[config.mk]
export PLATFORM = sky130hd
export DESIGN_NAME = cpuTiming
export DESIGN_NICKNAME = d
export VERILOG_FILES = /design/src/hw/cpuBusPkg.sv /design/src/hw/cpuTiming.sv
export SDC_FILE = /design/constraint.sdc
export NUM_CORES = 1
export LEC_CHECK = 0
export BUFFER_PORTS_ARGS = -buffer_cell sky130_fd_sc_hd__buf_2
export CORE_AREA = 2 2 39 41
export DETAILED_ROUTE_END_ITERATION = 7
export DIE_AREA = 0 0 41 43
export PLACE_DENSITY = 0.37
export SYNTH_ARGS = -nofsm -noshare
export SYNTH_HDL_FRONTEND = slang
export SYNTH_SLANG_ARGS = --single-unit
[constraint.sdc]
create_clock -name clk -period 1.08 [get_ports clk]
set_clock_uncertainty 0.1 [all_clocks]
set_input_delay 0.054 -clock clk [delete_from_list [all_inputs] [get_ports clk]]
set_output_delay 0.054 -clock clk [all_outputs]
set_load 0.1 [all_outputs]
[src/hw/cpuBusPkg.sv]
`default_nettype none
//~~~~~~~~~~~~~~~~~~~~~~~~~~~~~~~~~~~~~~
// Z80-style bus constants and memory map
// RAM is 1 KB and only decoded in block 0
// IO port number travels on address bits 15..8
// Reads that hit no device return 8'hFF
//~~~~~~~~~~~~~~~~~~~~~~~~~~~~~~~~~~~~~~
package cpuBusPkg;

    // Bus widths
    localparam int addrWidth = 16;
    localparam int dataWidth = 8;

    // 1 KB of RAM in the lowest 1 KB block
    localparam int ramAddrWidth = 10;
    localparam logic [addrWidth-ramAddrWidth-1:0] ramBlock = '0;

    // IO ports of the UART
    localparam logic [7:0] uartDataPort = 8'h00;
    localparam logic [7:0] uartStatusPort = 8'h01;

    // Value seen on reads nobody answers
    localparam logic [dataWidth-1:0] openBusValue = 8'hFF;

    // Pacing counter width, one tick per 2**cpuSlowdown clocks
    localparam int cpuSlowdown = 4;

    // Memory view: 1 KB block and offset inside it
    typedef struct packed {
        logic [addrWidth-ramAddrWidth-1:0] block;
        logic [ramAddrWidth-1:0] offset;
    } memAddrT;

    // IO view: port on the high byte, as the Z80 drives it for IN/OUT (n)
    typedef struct packed {
        logic [addrWidth-dataWidth-1:0] port;
        logic [dataWidth-1:0] low;
    } ioAddrT;

    // Same 16 address bits, decoded per cycle type
    typedef union packed {
        memAddrT mem;
        ioAddrT io;
    } cpuAddrU;

endpackage
`default_nettype wire

[src/hw/cpuTiming.sv]
`timescale 1ns/1ps
`default_nettype none
//~~~~~~~~~~~~~~~~~~~~~~~~~~~~~~~~~~~~~~
// CPU pacing tick and debounced CPU reset
// cpuTick is an enable, not a clock
// cpuReset asserts with rst, releases on a tick
// Release can lag rst by up to 17 clk cycles
//~~~~~~~~~~~~~~~~~~~~~~~~~~~~~~~~~~~~~~
module cpuTiming (
    input  logic clk,
    input  logic rst,
    output logic cpuTick,
    output logic cpuReset
);

    // Free-running pacing counter
    logic [cpuBusPkg::cpuSlowdown-1:0] paceCnt;

    //~~~~~~~~~~~~~~~~~~~~~~~~~~~~~~~~~~~~~~
    // Pacing
    //~~~~~~~~~~~~~~~~~~~~~~~~~~~~~~~~~~~~~~

    always_ff @(posedge clk) begin
        if (rst) begin
            paceCnt <= '0;
            cpuTick <= 1'b0;
        end else begin
            paceCnt <= paceCnt + 1'b1;
            // One pulse per wrap of the counter
            cpuTick <= &paceCnt;
        end
    end

    //~~~~~~~~~~~~~~~~~~~~~~~~~~~~~~~~~~~~~~
    // Reset resample
    //~~~~~~~~~~~~~~~~~~~~~~~~~~~~~~~~~~~~~~

    // Push-button bounce shorter than a tick never reaches the CPU side
    always_ff @(posedge clk) begin
        if (rst) begin
            cpuReset <= 1'b1;
        end else if (cpuTick) begin
            cpuReset <= 1'b0;
        end
    end

    // Tick is a single-cycle enable, never a level
    tickSingle: assert property (
        @(posedge clk) disable iff (rst) cpuTick |=> !cpuTick
    );

endmodule
`default_nettype wire

==> metrics <==
clock sinks=6; CTS buffer count=3; die footprint=0.00176 mm2; Worst Hold End=paceCnt[0]$_SDFF_PP0_; synthesized area per cell=11.3 um2; CP Launch Type=primary input; via/cell ratio=3.45; Critical Path End Type=flop; Final HPWL DP=~250 um; share of layout cells above drive strength 1=0.385; CTS tree=done; Max FO, Critical Path=6; unrepaired setup endpoints after global routing=no; worst hold stages=1; iteration-0 DRC count of the detailed router=2; Synth Flop Type=dfxtp_1; final hold violation count=0; type of the worst setup path=primary input to flop; FP Rows=14; Worst R2R End=paceCnt[3]$_SDFF_PP0_; Cell Area, Synth=204 um2; final worst-path setup slack=0.0704 ns; CP arrival=between 1 and 1.5 ns; clk root buf=clkbuf_4; largest net degree at the start of global routing=7; share of the synthesized area in the top cell type=0.589; H-Tree Depth=1; MaxCap Viol Count=0; FF-to-FF Start=paceCnt[2]$_SDFF_PP0_; Netlist cell types=10; Cells after Synth=18; # diodes=0; Max VDD drop=approximately 0.51 mV; Crit path required time=1.12 ns; register bit total from synthesis=6; Seq/Total Area, Yosys=0.589; hold wc startpoint=paceCnt[0]$_SDFF_PP0_; WL final=311 um; setup TNS=0 ns; Residual DRC=0; Clock Latency Late Sink=0.25 ns; Area contributors post-synth=dfxtp_1 (59%), mux2_4 (7.4%), ha_1 (6.1%); Power Density=1550 mW/mm2; width of the die=41 um; Post-synth EDFFs=0; I/O Buffers=3; hold slack=0.347 ns; nets=30; Clock Path Buffers=2; Post-CTS Hold Buffers=1; Relative slew margins=0.913; Clock Pin Slew Worst Setup and Hold Paths=0.05 ns; status=finished clean; Tot GR Track Use=0.0513; largest area contributor in the netlist=dfxtp_1; Slew @ Worst Pin=0.130 ns; cells on worst reg2reg path=2; Final Max Slew Viols=0; internal reg-to-reg setup slack=0.12 ns; Leak=0.130 nW; Post-DRT Antenna Nets=0; via count=between 100 and 150; asr flop ratio synth=0; vias in the first global route=149; # Post-CTS Setup Buffers=0; warning count from the yosys run=0; 1st-pass router iterations=2; Synthesized Nets=21; grt ovf=0; pre-CTS WS=0.114 ns; CTS resizes=0; post-layout minimum cycle time=slightly above 1 ns; Hold Crit Class=flop to flop; core area=0.00138 mm2; I/O pins=4; Placer Congestion=0.632; area added between synthesis and finish=52.1%; Fmax achieved=0.990 GHz; initial antenna violation count=0; Finish-stage setup viols=0; final critical-path share of the clock period=0.935; Layout fillers=147; Die Ht=43 um; top cells by count, synth=dfxtp_1 (6), nor2_1 (3), nor2b_1 (2); most frequent cell after synthesis=dfxtp_1; initial core utilization=0.147; WL/cell=roughly 7.4 um; global-route wire length before repair=524 um
==> flip-flops by register name, indices dropped and copies added (netlist names) <==
signal,count
paceCnt,4
cpuReset,1
cpuTick,1
==> power breakdown <==
group | switching [mW] | leakage, nW | internal [mW] | total (mW)
registers | 0.00630 | 0.0493 | 0.229 | 0.236
clock network | 0.0819 | 0.0150 | 0.140 | 0.222
logic | 0.00940 | 0.0652 | 0.0129 | 0.0223
==> worst max-delay path, stage by stage <==
cell	delay, ns
dlygate4sd3_1	0.52
buf_2	0.16
nor2b_1	0.07
mux2_4	0.25
==> how the worst max path moves through the flow <==
stage,start,endpoint,slack [ns]
detailed placement,paceCnt[2]$_SDFF_PP0_,paceCnt[3]$_SDFF_PP0_,0.11
finish,rst,paceCnt[3]$_SDFF_PP0_,0.07
floorplan,cpuReset$_SDFFE_PP1P_,cpuReset$_SDFFE_PP1P_,0.11
global route,rst,paceCnt[3]$_SDFF_PP0_,0.03
global placement,paceCnt[2]$_SDFF_PP0_,paceCnt[3]$_SDFF_PP0_,0.14
CTS,rst,paceCnt[3]$_SDFF_PP0_,0.08
==> cell type report <==
cell class	instances	area (um2)	area share
timing repair buffer	4	55.1	0.177
tap	16	20.0	0.0645
clock buffer	4	26.3	0.0847
multi-input combinational	11	80.1	0.258
inverter	1	3.75	0.0121
sequential	6	125	0.403
==> cells in the final DEF, fill, tap and decap left out <==
master,instances
inv_1,1
ha_1,1
dfxtp_1,4
a21o_1,1
buf_2,1
dlygate4sd3_1,1
and3_2,1
dfxtp_4,1
nor2_1,3
clkbuf_1,1
mux2_4,1
nor2b_1,2
nand3_1,1
buf_12,2
clkbuf_4,3
dfxtp_2,1
xnor2_1,1
==> cells by family after synthesis <==
group                    Yosys count  synth area share
AO/OA/AOI/OAI                      1            0.0368
XOR/XNOR                           1            0.0430
adder cells (fa/ha/maj)            1            0.0613
buffers and inverters              1            0.0184
flip-flops                         6             0.589
multiplexers                       1            0.0736
AND/OR/NAND/NOR                    7             0.178
==> metal layers <==
metal / GRT usage / up-vias / wire length, um
met5: 0 / - / 0
met4: 0.0400 / 0 / 0
met3: 0.0628 / 0 / 47
met2: 0.0656 / 8 / 138
met1: 0.0388 / 64 / 125
li1: - / 73 / -
==> through the flow <==
step	instance area [um2]	power (mW)	utilization	cells
after floorplan	209	0.252	-	18
after global placement	274	0.258	0.198	37
after detailed placement	274	0.260	0.198	37
after CTS	310	0.494	0.224	42
after global routing	310	0.511	0.224	42
final	310	0.480	0.224	42
(Power assumes the default switching activity.)
