===== config.mk =====
export PLATFORM = sky130hd
export DESIGN_NAME = busDecoder_flat
export DESIGN_NICKNAME = d
export VERILOG_FILES = /design/src/hw/cpuBusPkg.sv /design/src/hw/cpuBusIf.sv /design/src/hw/busDecoder.sv /design/src/flat_wrapper.sv
export SDC_FILE = /design/constraint.sdc
export NUM_CORES = 1
export LEC_CHECK = 0
export BUFFER_PORTS_ARGS = -buffer_cell sky130_fd_sc_hd__buf_2
export CORE_ASPECT_RATIO = 1.75
export CORE_MARGIN = 1
export CORE_UTILIZATION = 38
export DETAILED_ROUTE_END_ITERATION = 10
export PLACE_DENSITY = 0.77
export SLEW_MARGIN = 40
export SYNTH_ARGS = -nofsm -noshare
export SYNTH_HDL_FRONTEND = slang
export SYNTH_SLANG_ARGS = --single-unit

===== constraint.sdc =====
create_clock -name clk -period 1.6 [get_ports clk]
set_clock_uncertainty 0.15 [all_clocks]
set_input_delay 0.16 -clock clk [delete_from_list [all_inputs] [get_ports clk]]
set_output_delay 0.16 -clock clk [all_outputs]
set_load 0.02 [all_outputs]

===== src/hw/cpuBusPkg.sv =====
`default_nettype none
//~~~~~~~~~~~~~~~~~~~~~~~~~~~~~~~~~~~~~~
// Z80-style bus constants and memory map
// RAM is 1 KB and only decoded in block 0
// IO port number travels on address bits 15..8
// Reads that hit no device return 8'hFF
//~~~~~~~~~~~~~~~~~~~~~~~~~~~~~~~~~~~~~~
package cpuBusPkg;

    // Bus widths
    localparam int addrWidth = 16;
    localparam int dataWidth = 8;

    // 1 KB of RAM in the lowest 1 KB block
    localparam int ramAddrWidth = 10;
    localparam logic [addrWidth-ramAddrWidth-1:0] ramBlock = '0;

    // IO ports of the UART
    localparam logic [7:0] uartDataPort = 8'h00;
    localparam logic [7:0] uartStatusPort = 8'h01;

    // Value seen on reads nobody answers
    localparam logic [dataWidth-1:0] openBusValue = 8'hFF;

    // Pacing counter width, one tick per 2**cpuSlowdown clocks
    localparam int cpuSlowdown = 4;

    // Memory view: 1 KB block and offset inside it
    typedef struct packed {
        logic [addrWidth-ramAddrWidth-1:0] block;
        logic [ramAddrWidth-1:0] offset;
    } memAddrT;

    // IO view: port on the high byte, as the Z80 drives it for IN/OUT (n)
    typedef struct packed {
        logic [addrWidth-dataWidth-1:0] port;
        logic [dataWidth-1:0] low;
    } ioAddrT;

    // Same 16 address bits, decoded per cycle type
    typedef union packed {
        memAddrT mem;
        ioAddrT io;
    } cpuAddrU;

endpackage
`default_nettype wire


===== src/hw/cpuBusIf.sv =====
`timescale 1ns/1ps
`default_nettype none
//~~~~~~~~~~~~~~~~~~~~~~~~~~~~~~~~~~~~~~
// Decoded CPU bus between decoder and peripherals
// Strobes are active high and last one clk for writes
// Read strobes hold while the CPU holds its pins
//~~~~~~~~~~~~~~~~~~~~~~~~~~~~~~~~~~~~~~
interface cpuBusIf;

    // Registered address and write data
    cpuBusPkg::cpuAddrU addr;
    logic [cpuBusPkg::dataWidth-1:0] wrData;

    // Cycle strobes
    logic ramWe;
    logic ramRe;
    logic ioWr;
    logic ioRd;

    // Read data returned by the peripherals
    logic [cpuBusPkg::dataWidth-1:0] ramRdData;
    logic [cpuBusPkg::dataWidth-1:0] uartRdData;

    modport decoder (
        output addr, wrData, ramWe, ramRe, ioWr, ioRd,
        input  ramRdData, uartRdData
    );

    modport ram (
        input  addr, wrData, ramWe, ramRe,
        output ramRdData
    );

    modport uart (
        input  addr, wrData, ioWr, ioRd,
        output uartRdData
    );

endinterface
`default_nettype wire


===== src/hw/busDecoder.sv =====
`timescale 1ns/1ps
`default_nettype none
//~~~~~~~~~~~~~~~~~~~~~~~~~~~~~~~~~~~~~~
// Active-low Z80 bus to decoded strobes
// Pins are sampled once per clk, no synchronizer
// Write strobes fire once per nWr low phase
// Read data is valid 2 clk after the pins are seen
// No wait states, refresh or interrupt cycles
//~~~~~~~~~~~~~~~~~~~~~~~~~~~~~~~~~~~~~~
module busDecoder (
    input  logic clk,
    input  logic rst,
    input  cpuBusPkg::cpuAddrU addr,
    input  logic [cpuBusPkg::dataWidth-1:0] wrData,
    input  logic nMreq,
    input  logic nIorq,
    input  logic nRd,
    input  logic nWr,
    output logic [cpuBusPkg::dataWidth-1:0] rdData,
    cpuBusIf.decoder bus
);

    // Cycle type, only one request pin low is a valid cycle
    logic memCycle;
    logic ioCycle;
    logic ramHit;

    // Write condition and its previous sample
    logic wrCond;
    logic wrCondQ;
    logic wrEdge;

    // Read source, aligned with the peripheral read data
    logic ramSelQ;
    logic uartSelQ;

    assign memCycle = !nMreq && nIorq;
    assign ioCycle = !nIorq && nMreq;
    assign ramHit = (addr.mem.block == cpuBusPkg::ramBlock);

    assign wrCond = !nWr && (!nMreq || !nIorq);
    // First sample of the write condition
    assign wrEdge = wrCond && !wrCondQ;

    //~~~~~~~~~~~~~~~~~~~~~~~~~~~~~~~~~~~~~~
    // Pin capture and strobes
    //~~~~~~~~~~~~~~~~~~~~~~~~~~~~~~~~~~~~~~

    always_ff @(posedge clk) begin
        bus.addr <= addr;
        bus.wrData <= wrData;
    end

    always_ff @(posedge clk) begin
        if (rst) begin
            wrCondQ <= 1'b0;
            bus.ramWe <= 1'b0;
            bus.ramRe <= 1'b0;
            bus.ioWr <= 1'b0;
            bus.ioRd <= 1'b0;
        end else begin
            wrCondQ <= wrCond;
            // Writes outside block 0 are dropped here
            bus.ramWe <= wrEdge && memCycle && ramHit;
            bus.ioWr <= wrEdge && ioCycle;
            // Reads follow the pins
            bus.ramRe <= !nRd && memCycle && ramHit;
            bus.ioRd <= !nRd && ioCycle;
        end
    end

    //~~~~~~~~~~~~~~~~~~~~~~~~~~~~~~~~~~~~~~
    // Read data mux
    //~~~~~~~~~~~~~~~~~~~~~~~~~~~~~~~~~~~~~~

    always_ff @(posedge clk) begin
        if (rst) begin
            ramSelQ <= 1'b0;
            uartSelQ <= 1'b0;
            rdData <= cpuBusPkg::openBusValue;
        end else begin
            ramSelQ <= bus.ramRe;
            // Only the status port answers a read
            uartSelQ <= bus.ioRd && (bus.addr.io.port == cpuBusPkg::uartStatusPort);
            if (ramSelQ) begin
                rdData <= bus.ramRdData;
            end else if (uartSelQ) begin
                rdData <= bus.uartRdData;
            end else begin
                rdData <= cpuBusPkg::openBusValue;
            end
        end
    end

    // A glitch with both request pins low must not hit RAM and IO at once
    wrExclusive: assert property (
        @(posedge clk) disable iff (rst) !(bus.ramWe && bus.ioWr)
    );

endmodule
`default_nettype wire


===== src/flat_wrapper.sv =====
// flat-port wrapper written by rule: the top's interface ports become plain ports
module busDecoder_flat 
  (clk, rst, addr, wrData, nMreq, nIorq, nRd, nWr, rdData, bus_addr, bus_wrData, bus_ramWe, bus_ramRe, bus_ioWr, bus_ioRd, bus_ramRdData, bus_uartRdData);
  cpuBusIf bus_i ();
  input  logic clk;
  input  logic rst;
  input  cpuBusPkg::cpuAddrU addr;
  input  logic [cpuBusPkg::dataWidth-1:0] wrData;
  input  logic nMreq;
  input  logic nIorq;
  input  logic nRd;
  input  logic nWr;
  output logic [cpuBusPkg::dataWidth-1:0] rdData;
  output wire logic [$bits(bus_i.addr)-1:0] bus_addr;
  output wire logic [$bits(bus_i.wrData)-1:0] bus_wrData;
  output wire logic [$bits(bus_i.ramWe)-1:0] bus_ramWe;
  output wire logic [$bits(bus_i.ramRe)-1:0] bus_ramRe;
  output wire logic [$bits(bus_i.ioWr)-1:0] bus_ioWr;
  output wire logic [$bits(bus_i.ioRd)-1:0] bus_ioRd;
  input wire logic [$bits(bus_i.ramRdData)-1:0] bus_ramRdData;
  input wire logic [$bits(bus_i.uartRdData)-1:0] bus_uartRdData;
  assign bus_addr = bus_i.addr;
  assign bus_wrData = bus_i.wrData;
  assign bus_ramWe = bus_i.ramWe;
  assign bus_ramRe = bus_i.ramRe;
  assign bus_ioWr = bus_i.ioWr;
  assign bus_ioRd = bus_i.ioRd;
  assign bus_i.ramRdData = bus_ramRdData;
  assign bus_i.uartRdData = bus_uartRdData;
  busDecoder u_core (.clk(clk), .rst(rst), .addr(addr), .wrData(wrData), .nMreq(nMreq), .nIorq(nIorq), .nRd(nRd), .nWr(nWr), .rdData(rdData), .bus(bus_i));
endmodule

==> impl_metrics.ini <==
[status]
run_status = finished, violations left
violations = hold timing

[timing]
fin_crit_sh_pct = 96.1
worstMarginPinSlew_ns = 0.422
rsz0062_at_grt = no
finalSetupTns_ns = 0
hold_violations = 1
fin_crit_ns = 1.54
drv_slew = 0
maxSlewHeadroom_pct = 71.8
setup_violations = 0
fmax_mhz = 650
hold_ws_ns = -0.000382

[power_and_ir_drop]
swShare_pct = 21.9
ir_drop_v = 0.000584
combPwrFrac_pct = 12.7
power_density_nw_per_um2 = 925
leakagePower_nw = 0.958
p_int_w = 0.00145
switchingPower_w = 0.000406
p_clk_share_pct = 32.4
power_frac_seq_pct = 55.0

[hold_path]
hold_start = bus_ramRdData[6]
holdPathStages = 3
min_path_type = in -> reg
hold_end = u_core.rdData[6]

[floorplanning]
row_count = 25
dieArea_um2 = 3040
die_y_um = 72.2
initial_utilization_pct = 39.8
core_area_um2 = 2690
pin_count = 82
die_w_um = 42.1

[cts]
cts_max_level = 2
cts_buffers = 5
clk_pin_slew_ns = 0.07
post_cts_buffers = 0
cts_resized = 0
hold_buffers = 42
cts.sinks = 39
clock_latency_ns = 0.28
clockBufferDepth = 2
cts_tree = done
cts-root-buf = clkbuf_8

[global_route]
grt-ovfl-total = 0
grt_antenna_before_repair = 0
grt_use_total_pct = 21.5
grt_pass1_vias = 1101
grt_pass1_wl_um = 4800
grt_max_degree = 17

[job]
maxCapViolations = 0

[layout]
drive_gt1_share_pct = 43.5
area_growth_pct = 87.3
diodes = 0
layout_common_cells = buf_2 (81), dlygate4sd3_1 (42), dfxtp_1 (39), nor2b_1 (9)
layout_commonest_cell = buf_2
n_fill_cell = 179
layout.nets = 252
design_area_um2 = 2000

[critical_path]
crit_buf_inv = 2
cp_cell_sequence = dlygate4sd3_1 > buf_2 > or4_4 > nor4_4
r2r-start = u_core.ramSelQ
worstSetupEndpointType = flop
crit_type = in -> reg
cp_top_family = simple AND/OR/NAND/NOR gates
timing.rr.end = u_core.rdData[4]
start_kind = input pin
worstPathRequired_ns = 1.65
ff2ff_path_depth = 2
cpMaxStageDelayCell = or4_4
arrival_ns = 1.59
path_max_fanout = 2
ff2ff_setup_slack_ns = 0.49
slowest_delay_ns = 0.56

[detailed_routing]
drt-wirelength-per-cell_um = 13.1
drt_iter0_markers = 17
drc_errors = 0
ant_nets = 0
drt-vias-per-instance = 4.63
dr.pass1.iters = 4
wirelength_um = 3070
via_count = 1084

[logic_synthesis]
avgSynthCellArea_um2 = 13.7
yosysSeqAreaShare_pct = 73.0
ys_types = 16
mappedNetlistNets = 124
syn-cell-area_um2 = 1070
synthCells = 78
ys_ff_latch = 39
synth_warnings = 0

[placement]
globalplace.congestion = 0.693
postPlaceCellArea_um2 = 1500
dp_hpwl_um = 1880
io_buffers = 81
-- worst reg2reg max path, stage by stage (launching register included) --
cell      delay, ns
dfxtp_1        0.58
nor2b_1        0.20
o21bai_1       0.08
-- routing by layer --
| layer | global-route usage (%) | vias up | wire [um] |
|---|---|---|---|
| met3 | 6.47 | 14 | 216 |
| met2 | 39.6 | 49 | 1690 |
| met5 | 0 | - | 0 |
| li1 | - | 524 | - |
| met1 | 19.4 | 497 | 1020 |
| met4 | 14.9 | 0 | 140 |
-- Yosys cell counts, drive strengths merged --
cell,count,share of area (%)
nor2b,9,5.3
o21bai,8,5.6
or4b,1,1.3
nor3,2,0.94
nor2,1,0.35
clkbuf,2,0.70
nor4,2,2.6
nor4b,1,0.82
or3,1,0.59
nand2b,1,0.59
dfxtp,39,73
nor3b,8,5.6
or4,1,1.1
a211oi,1,0.70
and4b,1,0.94
-- sequential cells by signal, indices dropped and copies added, names as in the netlist --
signal	flops
u_core.bus.addr	16
u_core.bus.ramWe	1
u_core.ramSelQ	1
u_core.wrCondQ	1
u_core.bus.wrData	8
u_core.rdData	8
u_core.uartSelQ	1
u_core.bus.ioRd	1
u_core.bus.ioWr	1
u_core.bus.ramRe	1
-- power by group through the flow --
stage,Clock (W),Sequential [W],Combinational [W]
4_1_cts,0.000630,0.00102,0.000231
3_5_place_dp,0,0.00104,0.000152
3_3_place_gp,0,0.00104,0.000150
5_1_grt,0.000664,0.00102,0.000249
6_report,0.000600,0.00102,0.000234
2_1_floorplan,0,0.00108,0.0000145
-- cell type report --
| class | instances | area [um^2] | area share [%] |
|---|---|---|---|
| repair buffers | 123 | 826 | 41.2 |
| flip-flops and latches | 39 | 781 | 39.0 |
| multi-input cells | 37 | 282 | 14.1 |
| clock buffers | 7 | 76.3 | 3.81 |
| well taps | 27 | 33.8 | 1.69 |
| clock inverters | 1 | 5.00 | 0.250 |
-- kinds of logic (layout without fill, tap and decap cells) --
kind of cell | Yosys count | count (layout) | synth area share [%]
AO/OA/AOI/OAI | 9 | 9 | 6.32
buffers and inverters | 2 | 131 | 0.702
flip-flops | 39 | 39 | 73.0
AND/OR/NAND/NOR | 28 | 28 | 20.0
-- worst max-delay path by stage --
stage	from	end	slack, ns	depth (start not counted)
after floorplan	addr[13]	u_core.bus.ramRe	0.48	2
after global placement	addr[13]	u_core.bus.ramRe	0.34	3
after detailed placement	addr[13]	u_core.bus.ramRe	0.33	3
after CTS	addr[13]	u_core.bus.ramRe	0.07	4
after global routing	addr[13]	u_core.bus.ramWe	0.03	4
final	addr[13]	u_core.bus.ramRe	0.06	4
-- through the flow --
step | total power (W) | instances | hold WS (ns) | worst slack (ns) | utilization, %
after CTS | 0.00188 | 234 | 0.00306 | 0.0719 | 74.5
after global routing | 0.00193 | 234 | 0.00669 | 0.0316 | 74.5
after detailed placement | 0.00119 | 184 | 0.114 | 0.333 | 55.8
after global placement | 0.00119 | 184 | 0.112 | 0.345 | 55.8
after floorplan | 0.00110 | 78 | 0.0377 | 0.478 | -
final | 0.00185 | 234 | -0.000382 | 0.0619 | 74.5
Power figures use the tool's default switching activity.
