$ cat config.mk
export PLATFORM = sky130hd
export DESIGN_NAME = uartTransmitter_flat
export DESIGN_NICKNAME = d
export VERILOG_FILES = /design/src/hw/cpuBusPkg.sv /design/src/hw/uartPkg.sv /design/src/hw/cpuBusIf.sv /design/src/hw/uartTransmitter.sv /design/src/flat_wrapper.sv
export SDC_FILE = /design/constraint.sdc
export NUM_CORES = 1
export LEC_CHECK = 0
export BUFFER_PORTS_ARGS = -buffer_cell sky130_fd_sc_hd__buf_2
export CAP_MARGIN = 15
export CORE_MARGIN = 1.5
export CORE_UTILIZATION = 49
export CTS_CLUSTER_SIZE = 24
export DETAILED_ROUTE_END_ITERATION = 10
export PLACE_DENSITY = 0.77
export SYNTH_ARGS = -nofsm -noshare
export SYNTH_HDL_FRONTEND = slang
export SYNTH_SLANG_ARGS = --single-unit
$ cat constraint.sdc
create_clock -name clk -period 2.15 [get_ports clk]
set_input_delay 0.43 -clock clk [delete_from_list [all_inputs] [get_ports clk]]
set_output_delay 0.43 -clock clk [all_outputs]
set_load 0.01 [all_outputs]
$ cat src/hw/cpuBusPkg.sv
`default_nettype none
//~~~~~~~~~~~~~~~~~~~~~~~~~~~~~~~~~~~~~~
// Z80-style bus constants and memory map
// RAM is 1 KB and only decoded in block 0
// IO port number travels on address bits 15..8
// Reads that hit no device return 8'hFF
//~~~~~~~~~~~~~~~~~~~~~~~~~~~~~~~~~~~~~~
package cpuBusPkg;

    // Bus widths
    localparam int addrWidth = 16;
    localparam int dataWidth = 8;

    // 1 KB of RAM in the lowest 1 KB block
    localparam int ramAddrWidth = 10;
    localparam logic [addrWidth-ramAddrWidth-1:0] ramBlock = '0;

    // IO ports of the UART
    localparam logic [7:0] uartDataPort = 8'h00;
    localparam logic [7:0] uartStatusPort = 8'h01;

    // Value seen on reads nobody answers
    localparam logic [dataWidth-1:0] openBusValue = 8'hFF;

    // Pacing counter width, one tick per 2**cpuSlowdown clocks
    localparam int cpuSlowdown = 4;

    // Memory view: 1 KB block and offset inside it
    typedef struct packed {
        logic [addrWidth-ramAddrWidth-1:0] block;
        logic [ramAddrWidth-1:0] offset;
    } memAddrT;

    // IO view: port on the high byte, as the Z80 drives it for IN/OUT (n)
    typedef struct packed {
        logic [addrWidth-dataWidth-1:0] port;
        logic [dataWidth-1:0] low;
    } ioAddrT;

    // Same 16 address bits, decoded per cycle type
    typedef union packed {
        memAddrT mem;
        ioAddrT io;
    } cpuAddrU;

endpackage
`default_nettype wire

$ cat src/hw/uartPkg.sv
`default_nettype none
//~~~~~~~~~~~~~~~~~~~~~~~~~~~~~~~~~~~~~~
// UART frame and bit timing
// Bit time is counted in clk cycles, no baud divider
// Frame is 8N1, LSB first
//~~~~~~~~~~~~~~~~~~~~~~~~~~~~~~~~~~~~~~
package uartPkg;

    // clk cycles per bit on the line
    localparam int clocksPerBit = 8;

    // Payload bits per frame
    localparam int dataBits = 8;

    // Start bit, data bits, stop bit
    localparam int frameBits = 10;

endpackage
`default_nettype wire

$ cat src/hw/cpuBusIf.sv
`timescale 1ns/1ps
`default_nettype none
//~~~~~~~~~~~~~~~~~~~~~~~~~~~~~~~~~~~~~~
// Decoded CPU bus between decoder and peripherals
// Strobes are active high and last one clk for writes
// Read strobes hold while the CPU holds its pins
//~~~~~~~~~~~~~~~~~~~~~~~~~~~~~~~~~~~~~~
interface cpuBusIf;

    // Registered address and write data
    cpuBusPkg::cpuAddrU addr;
    logic [cpuBusPkg::dataWidth-1:0] wrData;

    // Cycle strobes
    logic ramWe;
    logic ramRe;
    logic ioWr;
    logic ioRd;

    // Read data returned by the peripherals
    logic [cpuBusPkg::dataWidth-1:0] ramRdData;
    logic [cpuBusPkg::dataWidth-1:0] uartRdData;

    modport decoder (
        output addr, wrData, ramWe, ramRe, ioWr, ioRd,
        input  ramRdData, uartRdData
    );

    modport ram (
        input  addr, wrData, ramWe, ramRe,
        output ramRdData
    );

    modport uart (
        input  addr, wrData, ioWr, ioRd,
        output uartRdData
    );

endinterface
`default_nettype wire

$ cat src/hw/uartTransmitter.sv
`timescale 1ns/1ps
`default_nettype none
//~~~~~~~~~~~~~~~~~~~~~~~~~~~~~~~~~~~~~~
// Transmit-only UART, 8N1, LSB first
// Write to the data port starts a frame if idle
// Writes while busy are dropped, poll status first
// Status bit 0 is busy, other bits read 0
// busy leads txLine by one clk
//~~~~~~~~~~~~~~~~~~~~~~~~~~~~~~~~~~~~~~
module uartTransmitter (
    input  logic clk,
    input  logic rst,
    cpuBusIf.uart bus,
    output logic txLine,
    output logic busy
);

    // Write aimed at the data port
    logic dataWrite;

    // Start request, one clk after the write strobe
    logic loadReq;
    logic [uartPkg::dataBits-1:0] loadData;

    // Frame shifter, bit 0 goes out next
    logic [uartPkg::frameBits-1:0] shiftReg;

    // Bit time and bit position
    logic [$clog2(uartPkg::clocksPerBit)-1:0] clkCnt;
    logic [$clog2(uartPkg::frameBits)-1:0] bitCnt;
    logic bitEnd;

    assign dataWrite = bus.ioWr && (bus.addr.io.port == cpuBusPkg::uartDataPort);
    assign bitEnd = busy && (int'(clkCnt) == uartPkg::clocksPerBit - 1);

    //~~~~~~~~~~~~~~~~~~~~~~~~~~~~~~~~~~~~~~
    // Control
    //~~~~~~~~~~~~~~~~~~~~~~~~~~~~~~~~~~~~~~

    always_ff @(posedge clk) begin
        if (rst) begin
            loadReq <= 1'b0;
            busy <= 1'b0;
            clkCnt <= '0;
            bitCnt <= '0;
            txLine <= 1'b1;
        end else begin
            loadReq <= dataWrite;
            // Line idles high
            txLine <= busy ? shiftReg[0] : 1'b1;
            if (!busy) begin
                if (loadReq) begin
                    busy <= 1'b1;
                    clkCnt <= '0;
                    bitCnt <= '0;
                end
            end else if (bitEnd) begin
                clkCnt <= '0;
                // Last bit is the stop bit
                if (int'(bitCnt) == uartPkg::frameBits - 1) begin
                    busy <= 1'b0;
                end else begin
                    bitCnt <= bitCnt + 1'b1;
                end
            end else begin
                clkCnt <= clkCnt + 1'b1;
            end
        end
    end

    //~~~~~~~~~~~~~~~~~~~~~~~~~~~~~~~~~~~~~~
    // Data path
    //~~~~~~~~~~~~~~~~~~~~~~~~~~~~~~~~~~~~~~

    always_ff @(posedge clk) begin
        if (dataWrite) begin
            loadData <= bus.wrData;
        end
        // Stop, data, start; refill with ones
        if (!busy && loadReq) begin
            shiftReg <= {1'b1, loadData, 1'b0};
        end else if (bitEnd) begin
            shiftReg <= {1'b1, shiftReg[uartPkg::frameBits-1:1]};
        end
    end

    // Status port read
    always_ff @(posedge clk) begin
        if (rst) begin
            bus.uartRdData <= '0;
        end else if (bus.ioRd && (bus.addr.io.port == cpuBusPkg::uartStatusPort)) begin
            bus.uartRdData <= {{(cpuBusPkg::dataWidth-1){1'b0}}, busy};
        end else begin
            bus.uartRdData <= '0;
        end
    end

    // Idle line is always mark
    txIdleHigh: assert property (
        @(posedge clk) disable iff (rst) !busy |-> txLine
    );

    // One frame keeps busy for 80 clk
    busyFrame: assert property (
        @(posedge clk) disable iff (rst)
        $rose(busy) |-> ##(uartPkg::clocksPerBit * uartPkg::frameBits) $fell(busy)
    );

endmodule
`default_nettype wire

$ cat src/flat_wrapper.sv
// flat-port wrapper written by rule: the top's interface ports become plain ports
module uartTransmitter_flat 
  (clk, rst, txLine, busy, bus_addr, bus_wrData, bus_ioWr, bus_ioRd, bus_uartRdData);
  cpuBusIf bus_i ();
  input  logic clk;
  input  logic rst;
  output logic txLine;
  output logic busy;
  input wire logic [$bits(bus_i.addr)-1:0] bus_addr;
  input wire logic [$bits(bus_i.wrData)-1:0] bus_wrData;
  input wire logic [$bits(bus_i.ioWr)-1:0] bus_ioWr;
  input wire logic [$bits(bus_i.ioRd)-1:0] bus_ioRd;
  output wire logic [$bits(bus_i.uartRdData)-1:0] bus_uartRdData;
  assign bus_i.addr = bus_addr;
  assign bus_i.wrData = bus_wrData;
  assign bus_i.ioWr = bus_ioWr;
  assign bus_i.ioRd = bus_ioRd;
  assign bus_uartRdData = bus_i.uartRdData;
  uartTransmitter u_core (.clk(clk), .rst(rst), .bus(bus_i), .txLine(txLine), .busy(busy));
endmodule
==> qor.log <==
[floorplan] Initial Util 52.94%
[sta] Max Fclk 598.8 MHz
[route] remaining design rule violation count 0
[grt] combined global-route utilization of all metal layers 15.50%
[clocking] CTS tree built
[cells_and_area] number of nets in the finished design 157
[setup_path] worst-path cell chain buf_4 > buf_2
[route] Antenna Violating Nets Remaining 0
[setup_path] Req. time, crit path 1.72 ns
[power_and_ir_drop] proportion of total power due to net switching 17.56%
[place] placed cells 148
[route] Pre-antenna DRT Iters 6
[logic_synthesis] sequential-to-total area share from yosys stat 59.81%
[logic_synthesis] number of synthesis warnings 0
[outcome] result of the run complete, no violations
[grt] sum of overflow across all layers after global routing 0
[power_and_ir_drop] NetSw 0.0001634 W
[place] worst slack at placement 0.4127 ns
[sta] fin crit period 1.670 ns
[floorplan] Die Height 52.59 um
[cells_and_area] most common library cell in the layout ignoring fill and taps sky130_fd_sc_hd__buf_2
[sta] Worst-Margin Slew 0.6522 ns
[clocking] clock slew at reported path FFs 0.14 ns
[clocking] total number of clock tree sinks 28
[sta] final worst slack 0.4801 ns
[job] count of maximum capacitance violations 0
[power_and_ir_drop] combinational share of power 3.2%
[setup_path] critical path type reg2out
[logic_synthesis] number of distinct library cells after synthesis 30
[sta] final count of pins violating max slew 0
[route] via count 798
[clocking] # resized after CTS 0
[cells_and_area] # diodes 0
[power_and_ir_drop] Int Pwr 0.0007668 W
[sta] ratio of final minimum period to clock period 77.67%
[hold_path] Hold/Removal Path Class in2reg
[cells_and_area] Layout Area Growth over Synthesis 13.40%
[power_and_ir_drop] static leakage 0.5544 nW
[floorplan] Core Rows 17
[setup_path] Setup crit start kind flop
[power_and_ir_drop] total power 0.0009302 W
[floorplan] core footprint 2276 um2
[clocking] buffers inserted during post-CTS setup optimization 0
[sta] maximum clock skew at final layout 0.003757 ns
[sta] Final Hold Vio Count 0
[logic_synthesis] Post-Synthesis Cell Area 1205 um2
[power_and_ir_drop] power per standard cell area 680.8 nW/um2
[sta] unrepaired setup endpoints after global routing no
[sta] Max transition margin 56.43%
[grt] antenna violations before repair 0
[clocking] number of buffers added by the clock tree synthesis step 3
[place] final RePlAce weighted congestion 0.7263
[power_and_ir_drop] Peak VDD IR 537.8 uV
[clocking] clock insertion delay at the later pin of the skew report 0.32 ns
[floorplan] die area 2766 um2
[sta] accumulated negative setup slack 0 ns
[route] wire length after detailed routing 1970 um
[route] iteration-0 DRC count of the detailed router 11
[clocking] clk buf depth 2
[setup_path] maximum fanout along the worst path 15
[grt] global-route wire length before repair 3125 um
[setup_path] Slowest Stage Delay on Critical Path 0.51 ns
[power_and_ir_drop] fraction of power consumed by sequential logic 60.7%
[place] count of buffers from port buffering 22
[power_and_ir_drop] share of power burned in the clock network 36.1%
[setup_path] Slowest-stage cell, CP sky130_fd_sc_hd__dfxtp_1
[floorplan] die extent in x 52.59 um
[route] routed wire length per instance 12.96 um
[grt] pin count of the biggest net entering global routing 17
[sta] final count of negative-setup-slack endpoints 0
[logic_synthesis] number of register bits inferred by synthesis 28
[setup_path] endpoint type of the worst setup path output pin
[cells_and_area] number of standard cells in the layout, taps in and fillers out 152
[logic_synthesis] Cells after Synth 101
[clocking] root cell of the clock tree sky130_fd_sc_hd__clkbuf_4
[clocking] CTS Hold Bufs 0
[cells_and_area] highest-count cells in the layout ignoring fill and taps 22 x sky130_fd_sc_hd__buf_2, 16 x sky130_fd_sc_hd__edfxtp_1, 12 x sky130_fd_sc_hd__dfxtp_1, 8 x sky130_fd_sc_hd__nand2_1
[floorplan] number of top-level pins 38
[route] via-per-instance ratio 5.250
[setup_path] worst endpoint data arrival time 1.24 ns
[place] placed wire-length estimate after detailed placement 1460 um
[clocking] number of H-tree levels 1
[grt] via count of the first global-routing pass 735
[cells_and_area] share of cells above drive strength 1 25.81%
[cells_and_area] number of fill cells in the layout 185
[logic_synthesis] Avg Cell Area, Syn 11.93 um2
[routing by layer]
layer,global-route usage [%],wire [um]
met2,26.88,952
met5,0,0
met3,2.571,77
met4,5.128,14
met1,19.51,925
[worst paths after layout]
path / startpoint / end / slack [ns] / depth (start not counted)
worst max-delay path: u_core.busy / busy / 0.48 / 2
worst min-delay path: bus_wrData[5] / u_core.loadData[5] / 0.27 / 1
worst max register to register: u_core.clkCnt[0] / u_core.shiftReg[2] / 0.52 / 4
worst min register to register: u_core.shiftReg[0] / u_core.txLine / 0.45 / 2
[kinds of logic after synthesis]
kind of cell	count (synthesis)	share of synthesized area (%)
adders and majority gates	4	4.154
DFF	28	59.81
AOI/OAI and AO/OA	14	9.450
muxes	2	1.869
and+or+nand+nor	36	16.41
buffers and inverters	16	7.996
other	1	0.3112
[metrics by stage]
step                cell area (um2)  hold WS (ns)  utilization [%]
floorplan                      1227        0.3988                -
global placement               1314        0.4153            57.72
detailed placement             1314        0.4206            57.72
CTS                            1366        0.2794            60.03
global route                   1366        0.2568            60.03
finish                         1366        0.2721            60.03
[power groups by stage]
stage | clock network (W) | registers [W] | logic, W
2_1_floorplan | 0 | 0.000577 | 0.0000212
3_3_place_gp | 0 | 0.000577 | 0.0000288
3_5_place_dp | 0 | 0.000577 | 0.0000300
4_1_cts | 0.000333 | 0.000565 | 0.0000301
5_1_grt | 0.000355 | 0.000565 | 0.0000337
6_report | 0.000335 | 0.000565 | 0.0000301
[cell usage after synthesis (all sizes together)]
library cell  count  area [um2]
or3b              3       26.28
dfxtp            12       240.2
conb              1       3.750
nand2             8       30.03
nand4             2       12.51
nand2b            1       6.260
nor2b             1       6.260
a21oi             3       15.01
o21bai            1       7.510
clkbuf            2       7.510
ha                4       50.05
inv               4       15.01
nand3b            1       7.510
nor4b             1       8.760
o32a              1       10.01
nor3b             2       15.01
nor2              6       22.52
edfxtp           16       480.5
mux2              2       22.52
a32o              7       70.07
and3              1       6.260
nand3             5       30.03
buf              10       73.82
nor3              4       20.02
nor4              1       6.260
a31oi             1       6.260
o21ai             1       5.000
[sequential cells by signal, summed over array words and instances, names as in the netlist]
register               cells
u_core.shiftReg            9
u_core.bitCnt              4
u_core.clkCnt              3
u_core.bus.uartRdData      1
u_core.busy                1
u_core.loadReq             1
u_core.loadData            8
u_core.txLine              1
[final cells by class]
class,count,area [um2],area share [%]
sequential,28,720.7,52.75
inverter,4,15.01,1.099
multi-input combinational,63,410.4,30.04
clock inverter,1,30.03,2.198
tap,28,35.03,2.564
clock buffer,3,22.52,1.648
timing repair buffer,25,132.6,9.707
[critical path: cells and delay by family, from the launching register on]
| family | cells | cell delay [ns] |
|---|---|---|
| DFF | 1 | 0.51 |
| buffers and inverters | 2 | 0.41 |
No activity file was read; power rests on OpenSTA's default activity.
